[config.mk]
export PLATFORM = sky130hd
export DESIGN_NAME = rs_enc
export DESIGN_NICKNAME = d
export VERILOG_FILES = /design/src/rtl/g709_pkg.sv /design/src/rtl/rs_enc.sv
export SDC_FILE = /design/constraint.sdc
export NUM_CORES = 1
export LEC_CHECK = 0
export ABC_AREA = 1
export ABC_CLOCK_PERIOD_IN_PS = 7720
export BUFFER_PORTS_ARGS = -buffer_cell sky130_fd_sc_hd__buf_2
export CAP_MARGIN = 20
export CORE_ASPECT_RATIO = 1.1
export CORE_MARGIN = 2
export CORE_UTILIZATION = 68
export CTS_BUF_LIST = sky130_fd_sc_hd__clkbuf_16
export DETAILED_ROUTE_END_ITERATION = 8
export GPL_ROUTABILITY_DRIVEN = 1
export GPL_TIMING_DRIVEN = 0
export PLACE_DENSITY_LB_ADDON = 0.15
export SYNTH_ARGS = -nofsm -noshare
export SYNTH_HDL_FRONTEND = slang
export SYNTH_SLANG_ARGS = --single-unit
[constraint.sdc]
create_clock -name iclk -period 7.72 [get_ports iclk]
set_input_delay 0.772 -clock iclk [delete_from_list [all_inputs] [get_ports iclk]]
set_output_delay 0.772 -clock iclk [all_outputs]
set_load 0.02 [all_outputs]
[src/rtl/g709_pkg.sv]
package g709_pkg;

  //------------------------------
  // code constants
  //------------------------------

  // RS(255,239) over GF(2^8)
  localparam int cN         = 255;
  localparam int cCHECK     = 16;
  localparam int cK         = cN - cCHECK;
  localparam int cM         = 8;
  // x^8 + x^4 + x^3 + x^2 + 1
  localparam int cIRRPOL    = 285;
  // generator roots alpha^0 .. alpha^15
  localparam int cGENSTART  = 0;
  localparam int cROOTSPACE = 1;
  // byte interleave depth
  localparam int cLANES     = 16;
  localparam int cCNT_W     = 8;

  //------------------------------
  // shared types
  //------------------------------

  typedef logic [cM-1 : 0]        gf_t;
  // lane i sits in bits 8i+7 .. 8i
  typedef logic [cLANES*cM-1 : 0] word_t;
  typedef logic [cCNT_W-1 : 0]    cnt_t;

  // message accumulate / parity shift-out
  typedef enum logic {
    st_msg,
    st_par
  } enc_state_t;

  //------------------------------
  // field arithmetic
  //------------------------------

  // shift-and-add multiply, reduced by the field polynomial
  function automatic gf_t gf_mul(input gf_t a, input gf_t b);
    gf_t acc;
    gf_t sh;
    acc = '0;
    sh  = a;
    for (int i = 0; i < cM; i++) begin
      if (b[i]) begin
        acc ^= sh;
      end
      // multiply by alpha, fold x^8 back in
      sh = sh[cM-1] ? ((sh << 1) ^ gf_t'(cIRRPOL)) : (sh << 1);
    end
    return acc;
  endfunction

  // alpha^e, exponent taken modulo the group order
  function automatic gf_t gf_pow(input int e);
    gf_t r;
    r = gf_t'(1);
    for (int i = 0; i < (e % cN); i++) begin
      r = gf_mul(r, gf_t'(2));
    end
    return r;
  endfunction

  // coefficient j of g(x) = prod (x + alpha^(start + r*space)), monic
  function automatic gf_t gen_coef(input int j);
    gf_t g [cCHECK+1];
    gf_t root;
    for (int i = 0; i <= cCHECK; i++) begin
      g[i] = '0;
    end
    g[0] = gf_t'(1);
    for (int r = 0; r < cCHECK; r++) begin
      root = gf_pow(cGENSTART + r*cROOTSPACE);
      // multiply running product by (x + root), high terms first
      for (int i = cCHECK; i > 0; i--) begin
        g[i] = g[i-1] ^ gf_mul(g[i], root);
      end
      g[0] = gf_mul(g[0], root);
    end
    return g[j];
  endfunction

endpackage
[src/rtl/rs_enc.sv]
`timescale 1ns/1ns

module rs_enc (
  input  logic          iclk,
  input  logic          rst,
  input  logic          clkena,
  // input byte stream
  input  logic          sop,
  input  logic          val,
  input  logic          eop,
  input  logic          eof,
  input  g709_pkg::gf_t dat,
  // coded byte stream
  output logic          enc_sop,
  output logic          enc_val,
  output logic          enc_eop,
  output g709_pkg::gf_t enc_dat
);

  import g709_pkg::*;

  //------------------------------
  // declarations
  //------------------------------

  // encoder phase
  enc_state_t state;

  // remainder register, par[cCHECK-1] is the top (x^15) term
  gf_t par     [cCHECK];
  // remainder as seen by the current byte
  gf_t par_cur [cCHECK];

  // lfsr feedback and its products with g(x)
  gf_t fb;
  gf_t fb_mul  [cCHECK];

  // byte goes through the division path
  logic msg_mode;

  //------------------------------
  // generator taps
  //------------------------------

  // constant multipliers, one per remainder stage
  // g(x) is monic so the x^16 term needs no tap
  generate
    for (genvar gi = 0; gi < cCHECK; gi++) begin : tap_gen
      localparam gf_t cCOEF = gen_coef(gi);
      assign fb_mul[gi] = gf_mul(fb, cCOEF);
    end
  endgenerate

  //------------------------------
  // feedback
  //------------------------------

  always_comb begin
    // sop always opens a new codeword, even in parity phase
    msg_mode = sop | (state == st_msg);
    // drop the old remainder on sop
    for (int i = 0; i < cCHECK; i++) begin
      par_cur[i] = sop ? '0 : par[i];
    end
    // message byte plus top remainder term
    fb = dat ^ par_cur[cCHECK-1];
  end

  //------------------------------
  // control
  //------------------------------

  always_ff @(posedge iclk) begin
    if (rst) begin
      state   <= st_msg;
      enc_val <= 1'b0;
      enc_sop <= 1'b0;
      enc_eop <= 1'b0;
    end
    else if (clkena) begin
      // strobes follow the input by one cycle
      enc_val <= val;
      enc_sop <= val & sop;
      enc_eop <= val & eop;
      if (val) begin
        if (msg_mode) begin
          // last message byte -> parity slots follow
          state <= eop ? st_par : st_msg;
        end
        else if (eof) begin
          // last parity slot done
          state <= st_msg;
        end
      end
    end
  end

  //------------------------------
  // datapath
  //------------------------------

  // payload registers, no reset
  always_ff @(posedge iclk) begin
    if (clkena && val) begin
      if (msg_mode) begin
        // systematic part passes through
        enc_dat <= dat;
        // divide by g(x) one symbol per byte
        par[0] <= fb_mul[0];
        for (int i = 1; i < cCHECK; i++) begin
          par[i] <= par_cur[i-1] ^ fb_mul[i];
        end
      end
      else begin
        // parity slot, input content ignored
        enc_dat <= par[cCHECK-1];
        // shift up, zero in at the bottom
        par[0] <= '0;
        for (int i = 1; i < cCHECK; i++) begin
          par[i] <= par[i-1];
        end
      end
    end
  end

endmodule

==> flow_summary.json, run 1 <==
{
  "status": "finished, final reports clean",
  "via_per_inst": 6.14,
  "r2r_cells": 7,
  "cts_tree": "done",
  "finalSetupTns_ps": 0,
  "grt_antenna_before_repair": 0,
  "htreeDepth": 4,
  "die_area_sq_um": 14400,
  "synth-seq-cells": 140,
  "clock_power_share": 0.342,
  "max-cap-violations": 0,
  "highest_layer": "met4",
  "gr-total-overflow": 0,
  "routed-wl-met3_um": 3260,
  "rows": 44,
  "nets": 1154,
  "hold_depth": 2,
  "cts_buffer_depth": 2,
  "fp.dieW_um": 115,
  "period_share": 0.387,
  "hp-class": "reg -> reg",
  "critPathCaptureType": "flop",
  "synth_nets": 1109,
  "hp-start": "enc_sop",
  "cts_root_buf": "clkbuf_16",
  "arrival_ps": 3190,
  "final_layout_size_suffix_gt1_frac": 0.130,
  "power_mw": 2.45,
  "n_antenna_cell": 0,
  "grt_pass1_wl_um": 41400,
  "drtAntennaViolNets": 0,
  "ys_seq_area_frac": 0.446,
  "place_congestion": 0.985,
  "yosysWarnings": 0,
  "wl_um": 27300,
  "p_sw_uw": 815,
  "synth_largest_area_cell": "edfxtp_1",
  "clkLatencyLatePin_ps": 430,
  "area_growth_pct": 10.4,
  "crit_path_max_fanout": 10,
  "wl_met2_um": 12200,
  "grt_pass1_vias": 7375,
  "wl_met1_um": 10300,
  "drt_iter0_markers": 1338,
  "max_freq_ghz": 0.334,
  "syn-instance-count": 1094,
  "hold_violations": 0,
  "postCtsHoldBufs": 0,
  "pwr_density_cell_nw_per_um2": 243,
  "swShare": 0.332,
  "synth_edf_count": 128,
  "post_cts_buffers": 0,
  "required_ps": 7920,
  "p_int_mw": 1.64,
  "yosysTopAreaCellShare": 0.420,
  "hpwl_um": 18700,
  "synth-main-ff-cell": "edfxtp_1",
  "p_leak_nw": 4.34,
  "rsz0062_at_grt": "false",
  "worstMarginPinSlew_ps": 932,
  "ir_drop_mv": 0.160,
  "min_to": "enc_sop",
  "cts_num_sinks": 140,
  "cts_made_buffers": 17,
  "clk_pin_slew_worst_paths_ps": 60,
  "finalMaxSlewViolations": 0,
  "rrSetupSlack_ps": 4810,
  "post_cts_resized": 0,
  "synth-async-reset-ratio": 0,
  "grtUsageTotal": 0.392,
  "grt_start_max_net_pins": 73,
  "die_h_um": 126,
  "timing.rr.start": "state",
  "path_class": "in -> reg",
  "vias": 8067,
  "p_seq_frac": 0.382,
  "synth_cell_types": 35,
  "drtPass1Iterations": 6,
  "slew_headroom": 0.378,
  "start_kind": "primary input",
  "drt-wirelength-per-cell_um": 20.8,
  "r2r_end": "par[0][69]",
  "ios": 26,
  "fp.coreArea_sq_um": 13200,
  "synth.avg_cell_area_sq_um": 8.36,
  "comb_power_share": 0.276,
  "syn_area_sq_um": 9150,
  "port_buffers": 25,
  "synth_area_leaders": "edfxtp_1, nand2_1, xor2_1",
  "drc_errors": 0,
  "start_util": 0.695,
  "fin_crit_ps": 2990,
  "fin_skew_ps": 8.52,
  "setup_viol": 0
}
layout by cell type, fill, tap and decap left out, types with 27 or more instances in the layout:
cell,count
nand2_1,341
edfxtp_1,128
inv_1,104
xor2_1,73
nand3_1,67
xnor2_1,52
o21ai_0,43
a21oi_1,42
nand2_2,30
clkbuf_1,27
buf_2,27
routing by layer:
| layer | vias to the layer above | track usage |
|---|---|---|
| li1 | 3660 | - |
| met2 | 547 | 0.590 |
| met3 | 109 | 0.0895 |
| met5 | - | 0 |
| met1 | 3751 | 0.527 |
| met4 | 0 | 0.217 |
worst max-delay path, stage by stage:
cell and delay, ps:
buf_2 90, nand2_1 190, nor2_1 270, clkbuf_1 540, clkbuf_1 580, nand3_1 340
xor2_1 410
metrics by stage:
step | hold slack (ps) | worst slack (ps) | util | instances | cell area, sq um
final | 456 | 4730 | 0.768 | 1313 | 10100
after global routing | 481 | 4720 | 0.768 | 1313 | 10100
after CTS | 457 | 4880 | 0.768 | 1313 | 10100
after detailed placement | 448 | 4470 | 0.723 | 1281 | 9510
after global placement | 445 | 2510 | 0.720 | 1280 | 9480
after floorplan | 445 | 3840 | - | 1094 | 9150
worst max-delay path by stage:
| stage | from | endpoint |
|---|---|---|
| 2_1_floorplan | clkena | enc_dat[0] |
| 3_3_place_gp | clkena | par[0][4] |
| 3_5_place_dp | sop | par[0][122] |
| 4_1_cts | sop | par[0][69] |
| 5_1_grt | sop | par[0][69] |
| 6_report | clkena | par[0][124] |
cell type report:
cell class	count	area [sq um]
multi-input cells	792	4380
flip-flops and latches	140	4080
fillers	932	3050
clock buffers	17	425
inverters	112	425
plain buffers	50	269
well taps	161	201
clock inverters	15	171
repair buffers	26	153
power by group through the flow:
stage	Sequential (mW)	Clock [mW]	Combinational [mW]
CTS	0.935	0.836	0.653
global placement	0.954	0	0.630
global route	0.942	0.869	0.727
floorplan	0.950	0	0.478
finish	0.937	0.840	0.678
detailed placement	0.950	0	0.646
synth_stat cells (all sizes together), types with 3 or more instances:
| cell type | count |
|---|---|
| nand2 | 383 |
| edfxtp | 128 |
| inv | 112 |
| xor2 | 78 |
| nand3 | 72 |
| xnor2 | 56 |
| o21ai | 53 |
| a21oi | 42 |
| clkbuf | 27 |
| buf | 23 |
| nor2 | 23 |
| or2 | 21 |
| nor3 | 18 |
| o32ai | 13 |
| dfxtp | 12 |
| o22ai | 11 |
| a32o | 8 |
| nand4 | 5 |
| nand3b | 3 |
registers in the layout, indices dropped and copies added, names as in the netlist:
name and flops:
enc_dat 8, enc_eop 1, state 1, enc_val 1, enc_sop 1, par 128
logic make-up after synthesis:
logic type | count (synthesis) | share of synthesized area
AND/OR/NAND/NOR | 527 | 0.258
AO/OA/AOI/OAI | 131 | 0.0844
XOR/XNOR | 134 | 0.136
flip-flops | 140 | 0.446
buffers and inverters | 162 | 0.0754
(Power assumes the default switching activity.)
==> run 2, diff against run 1 <==
ABC_AREA = 0   (was 1)
ABC_CLOCK_PERIOD_IN_PS = 2600   (was 7720)
CORE_UTILIZATION = 57   (was 68)
clock period = 2.6 ns   (was 7.72 ns; I/O delays follow)
==> flow_summary.json, run 2 <==
{
  "period_share": 1.09,
  "placed_cells": 1086,
  "drtPass1Iterations": 6,
  "syn-instance-count": 863,
  "max_freq_ghz": 0.351,
  "hpwl_um": 17500,
  "synth-main-ff-cell": "edfxtp_1",
  "ios": 26,
  "worstMarginPinSlew_ps": 842,
  "synth-async-reset-ratio": 0,
  "syn_area_sq_um": 9010,
  "synth_edf_count": 128,
  "die_area_sq_um": 16800,
  "pre_cts_ws_ps": -470,
  "critPathMaxStageDelay_ps": 560,
  "drt_iter0_markers": 991,
  "fin_crit_ps": 2850,
  "synth_cell_types": 39,
  "clkLatencyLatePin_ps": 440,
  "fin_skew_ps": 10.1,
  "finalMaxSlewViolations": 0,
  "path_cells": "buf_6 -> buf_6 -> xnor2_4 -> nor2_4 -> xnor2_4 -> xnor3_2 -> xnor3_1 -> nand2_1 -> xor2_1",
  "final_common_cell": "edfxtp_1",
  "power_mw": 10.4,
  "htreeDepth": 4,
  "synth-seq-cells": 140,
  "drt-wirelength-per-cell_um": 23.8,
  "hp-class": "in -> reg",
  "start_util": 0.579,
  "cts_num_sinks": 140,
  "cts_tree": "done",
  "setup_ws_ps": -245,
  "path_delay_family": "XOR/XNOR gates",
  "final_cells": 1175,
  "path_class": "reg -> reg",
  "vias": 7201,
  "postCtsHoldBufs": 0,
  "gr-total-overflow": 0,
  "p_leak_nw": 4.12,
  "grt_pass1_vias": 6761,
  "synth.avg_cell_area_sq_um": 10.4,
  "synth_area_leaders": "edfxtp_1, xnor2_1, nor2_1",
  "start_kind": "flop",
  "largest_reg_flops": 128,
  "port_buffers": 19,
  "cts_buffer_depth": 2,
  "rsz0062_at_grt": "true",
  "cts_made_buffers": 17,
  "regMostFlops": "par",
  "violations": "setup timing",
  "pwr_density_cell_nw_per_um2": 941,
  "max-cap-violations": 0,
  "ys_seq_area_frac": 0.453,
  "area_growth_pct": 22.3,
  "required_ps": 2790,
  "top_regs": "par: 128 flops, enc_dat: 8 flops",
  "status": "finished with violations",
  "placed_area_sq_um": 9410,
  "rows": 48,
  "clk_pin_slew_worst_paths_ps": 60,
  "nets": 980,
  "synth_common_cells": "xnor2_1, nor2_1, edfxtp_1",
  "hold_violations": 0,
  "yosysTopAreaCellShare": 0.427,
  "grtUsageTotal": 0.324,
  "n_antenna_cell": 0,
  "fp.dieW_um": 124,
  "synth_nets": 878,
  "fp.coreArea_sq_um": 15600,
  "critical_path_buf_inv_count": 2,
  "drtAntennaViolNets": 0,
  "final_cell_area_sq_um": 11000,
  "final_layout_size_suffix_gt1_frac": 0.221,
  "cts_root_buf": "clkbuf_16",
  "slowest_stage": "xnor3_2",
  "setup_viol": 23,
  "crit_path_max_fanout": 4,
  "synth_largest_area_cell": "edfxtp_1",
  "yosysWarnings": 0,
  "final_cell_mix": "edfxtp_1, nor2_1, xnor2_1",
  "arrival_ps": 3030,
  "wl_um": 27900,
  "finalSetupTns_ps": -1540,
  "slew_headroom": 0.434,
  "synth.most_common_cell": "xnor2_1",
  "via_per_inst": 6.13,
  "critPathCaptureType": "flop",
  "drc_errors": 0,
  "place_congestion": 0.937,
  "grt_antenna_before_repair": 0,
  "ir_drop_mv": 0.596,
  "die_h_um": 136,
  "grt_pass1_wl_um": 39200,
  "grt_start_max_net_pins": 70
}
==> run 2: cell count changes after synthesis, sizes merged, moves of 39 or more <==
cell	previous run	this run
xor2	78	36
o21bai	2	41
nand2	383	74
inv	112	6
xnor2	56	168
nand3	72	6
o211ai	0	42
nor2	23	139
==> run 2: layout make-up <==
cell class              count  area (sq um)
multi-input cells         655          5180
flip-flops and latches    140          4080
fillers                  1046          4530
plain buffers              60           279
clock inverters            12           105
clock buffers              17           425
well taps                 200           250
repair buffers             83           652
inverters                   8          42.5
==> run 2: timing repair <==
action | in CTS | in global routing
setup buffers | 32 | 28
endpoints found under the setup margin | 63 | 37
pin swaps | 11 | 27
resized for setup | 46 | 46
hold endpoints to repair | 0 | 0
==> run 2: path summary, 6_finish.rpt <==
check	startpoint	end	slack, ps	cells after the start
worst max-delay path	par[0][122]	par[0][101]	-250	9
worst min-delay path	rst	enc_val	30	2
worst max register to register	par[0][122]	par[0][101]	-250	9
worst min register to register	enc_sop	enc_sop	480	2
==> run 2: stage by stage <==
stage           util  hold WS (ps)
2_1_floorplan      -           329
3_3_place_gp   0.602           453
3_5_place_dp   0.605           466
4_1_cts        0.678          28.2
5_1_grt        0.709          37.9
6_report       0.709          28.1
==> run 2: where the power goes <==
part	switching, mW	leakage, nW	internal (mW)
clock	0.995	0.255	1.29
sequential	0.135	1.32	2.86
combinational	2.72	2.55	2.37
==> run 2: per-layer routing <==
metal | wire [um] | GRT usage | up-vias
met5 | 0 | 0 | -
met4 | 1580 | 0.148 | 0
met3 | 2230 | 0.0461 | 109
met2 | 13300 | 0.524 | 448
met1 | 10800 | 0.431 | 3490
li1 | - | - | 3154
==> run 2: cells by family after synthesis <==
kind of cell,share of synthesized area
mux,0.0100
flops,0.453
simple gates,0.106
xor+xnor,0.265
buf+inv,0.0321
compound gates,0.134
==> run 3, diff against run 2 <==
HOLD_SLACK_MARGIN = 0.15   (was unset)
==> flow_summary.json, run 3 (synthesis results as in run 2) <==
{
  "clkLatencyLatePin_ps": 440,
  "grt_start_max_net_pins": 70,
  "final_layout_size_suffix_gt1_frac": 0.216,
  "finalSetupTns_ps": -956,
  "fp.dieW_um": 124,
  "nets": 980,
  "start_util": 0.579,
  "ios": 26,
  "grt_antenna_before_repair": 0,
  "n_antenna_cell": 0,
  "drc_errors": 0,
  "pwr_density_cell_nw_per_um2": 932,
  "final_cells": 1175,
  "critical_path_buf_inv_count": 2,
  "hold_violations": 0,
  "violations": "setup timing",
  "slowest_stage": "xnor3_1",
  "htreeDepth": 4,
  "rsz0062_at_grt": "true",
  "gr-total-overflow": 0,
  "wl_um": 27500,
  "placed_area_sq_um": 9410,
  "die_h_um": 136,
  "cts_tree": "done",
  "setup_viol": 16,
  "start_kind": "flop",
  "cts_num_sinks": 140,
  "worstMarginPinSlew_ps": 875,
  "final_cell_area_sq_um": 11000,
  "largest_reg_flops": 128,
  "drtPass1Iterations": 6,
  "fin_crit_ps": 2790,
  "cpMostUsedCell": "xnor2_1",
  "power_mw": 10.3,
  "finalMaxSlewViolations": 0,
  "fin_skew_ps": 8.75,
  "slew_headroom": 0.413,
  "crit_path_max_fanout": 9,
  "clk_pin_slew_worst_paths_ps": 60,
  "ir_drop_mv": 0.608,
  "critPathMaxStageDelay_ps": 530,
  "max-cap-violations": 0,
  "cts_made_buffers": 17,
  "path_delay_family": "XOR/XNOR gates",
  "setup_ws_ps": -192,
  "port_buffers": 19,
  "holdWs_ps": 143,
  "grt_pass1_wl_um": 39300,
  "p_leak_nw": 4.11,
  "drtAntennaViolNets": 0,
  "path_cells": "buf_6 -> xnor2_1 -> nor2_1 -> xnor2_1 -> clkbuf_8 -> xnor2_2 -> xnor3_1 -> nor2_2 -> xnor2_1",
  "place_congestion": 0.937,
  "top_regs": "par: 128 flops, enc_dat: 8 flops",
  "rows": 48,
  "final_cell_mix": "edfxtp_1, xnor2_1, nor2_1",
  "drt-wirelength-per-cell_um": 23.4,
  "fp.coreArea_sq_um": 15600,
  "placed_cells": 1086,
  "arrival_ps": 2970,
  "path_class": "reg -> reg",
  "regMostFlops": "par",
  "grt_pass1_vias": 6792,
  "vias": 7225,
  "max_freq_ghz": 0.358,
  "cts_root_buf": "clkbuf_16",
  "final_common_cell": "edfxtp_1",
  "fill_cells": 1053,
  "required_ps": 2780,
  "hp-class": "in -> reg",
  "critPathCaptureType": "flop",
  "status": "finished with violations",
  "regArea_sq_um": 4080,
  "multi_input_area_sq_um": 5180,
  "via_per_inst": 6.15,
  "period_share": 1.07,
  "grtUsageTotal": 0.324,
  "die_area_sq_um": 16800,
  "hpwl_um": 17500,
  "cts_buffer_depth": 2,
  "drt_iter0_markers": 1017,
  "area_growth_pct": 22.2
}
## run 3: changes by cell type in the layout (fill, tap and decap cells not counted), sizes merged
cell         delta
buf             -3
dlygate4sd3     +3
## run 3: repair_timing
item	CTS	global route
resized for setup	46	47
buffers inserted	32	25
setup endpoints to repair	63	37
hold buffers	3	0
pin swaps	11	27
hold endpoints to repair	4	0
## run 3: where the power goes
| part | internal, mW | switching (mW) | total, mW |
|---|---|---|---|
| combinational | 2.32 | 2.67 | 4.99 |
| clock | 1.29 | 0.987 | 2.28 |
| sequential | 2.86 | 0.133 | 3.00 |
## run 3: metrics by stage
step	util	setup WS, ps
after CTS	0.680	-18.9
after global placement	0.602	-959
final	0.708	-192
after floorplan	-	26.1
after detailed placement	0.605	-470
after global routing	0.708	-213
## run 3: area by class of cell
type / instances / area share
buffer: 60 / 0.0257
clock buffer: 17 / 0.0386
clock inverter: 12 / 0.00954
inverter: 8 / 0.00386
multi-input combinational: 655 / 0.470
sequential: 140 / 0.371
tap: 200 / 0.0227
timing repair buffer: 83 / 0.0584
## run 3: path summary, 6_finish.rpt
path | cells after the start | endpoint | startpoint | slack [ps]
setup / recovery | 9 | par[0][100] | par[0][125] | -190
hold / removal | 3 | enc_sop | clkena | 140
setup reg to reg | 9 | par[0][100] | par[0][125] | -190
hold reg to reg | 2 | enc_sop | enc_sop | 480
## run 3: tightest hold or removal path, cell delays in order
cell,delay [ps]
buf_2,110
nand2b_1,100
a21oi_1,60
## run 3: routing by layer
layer / vias up / track usage / wire length [um]
li1: 3153 / - / -
met1: 3480 / 0.429 / 10700
met2: 467 / 0.526 / 13000
met3: 125 / 0.0495 / 2150
met4: 0 / 0.148 / 1610
met5: - / 0 / 0
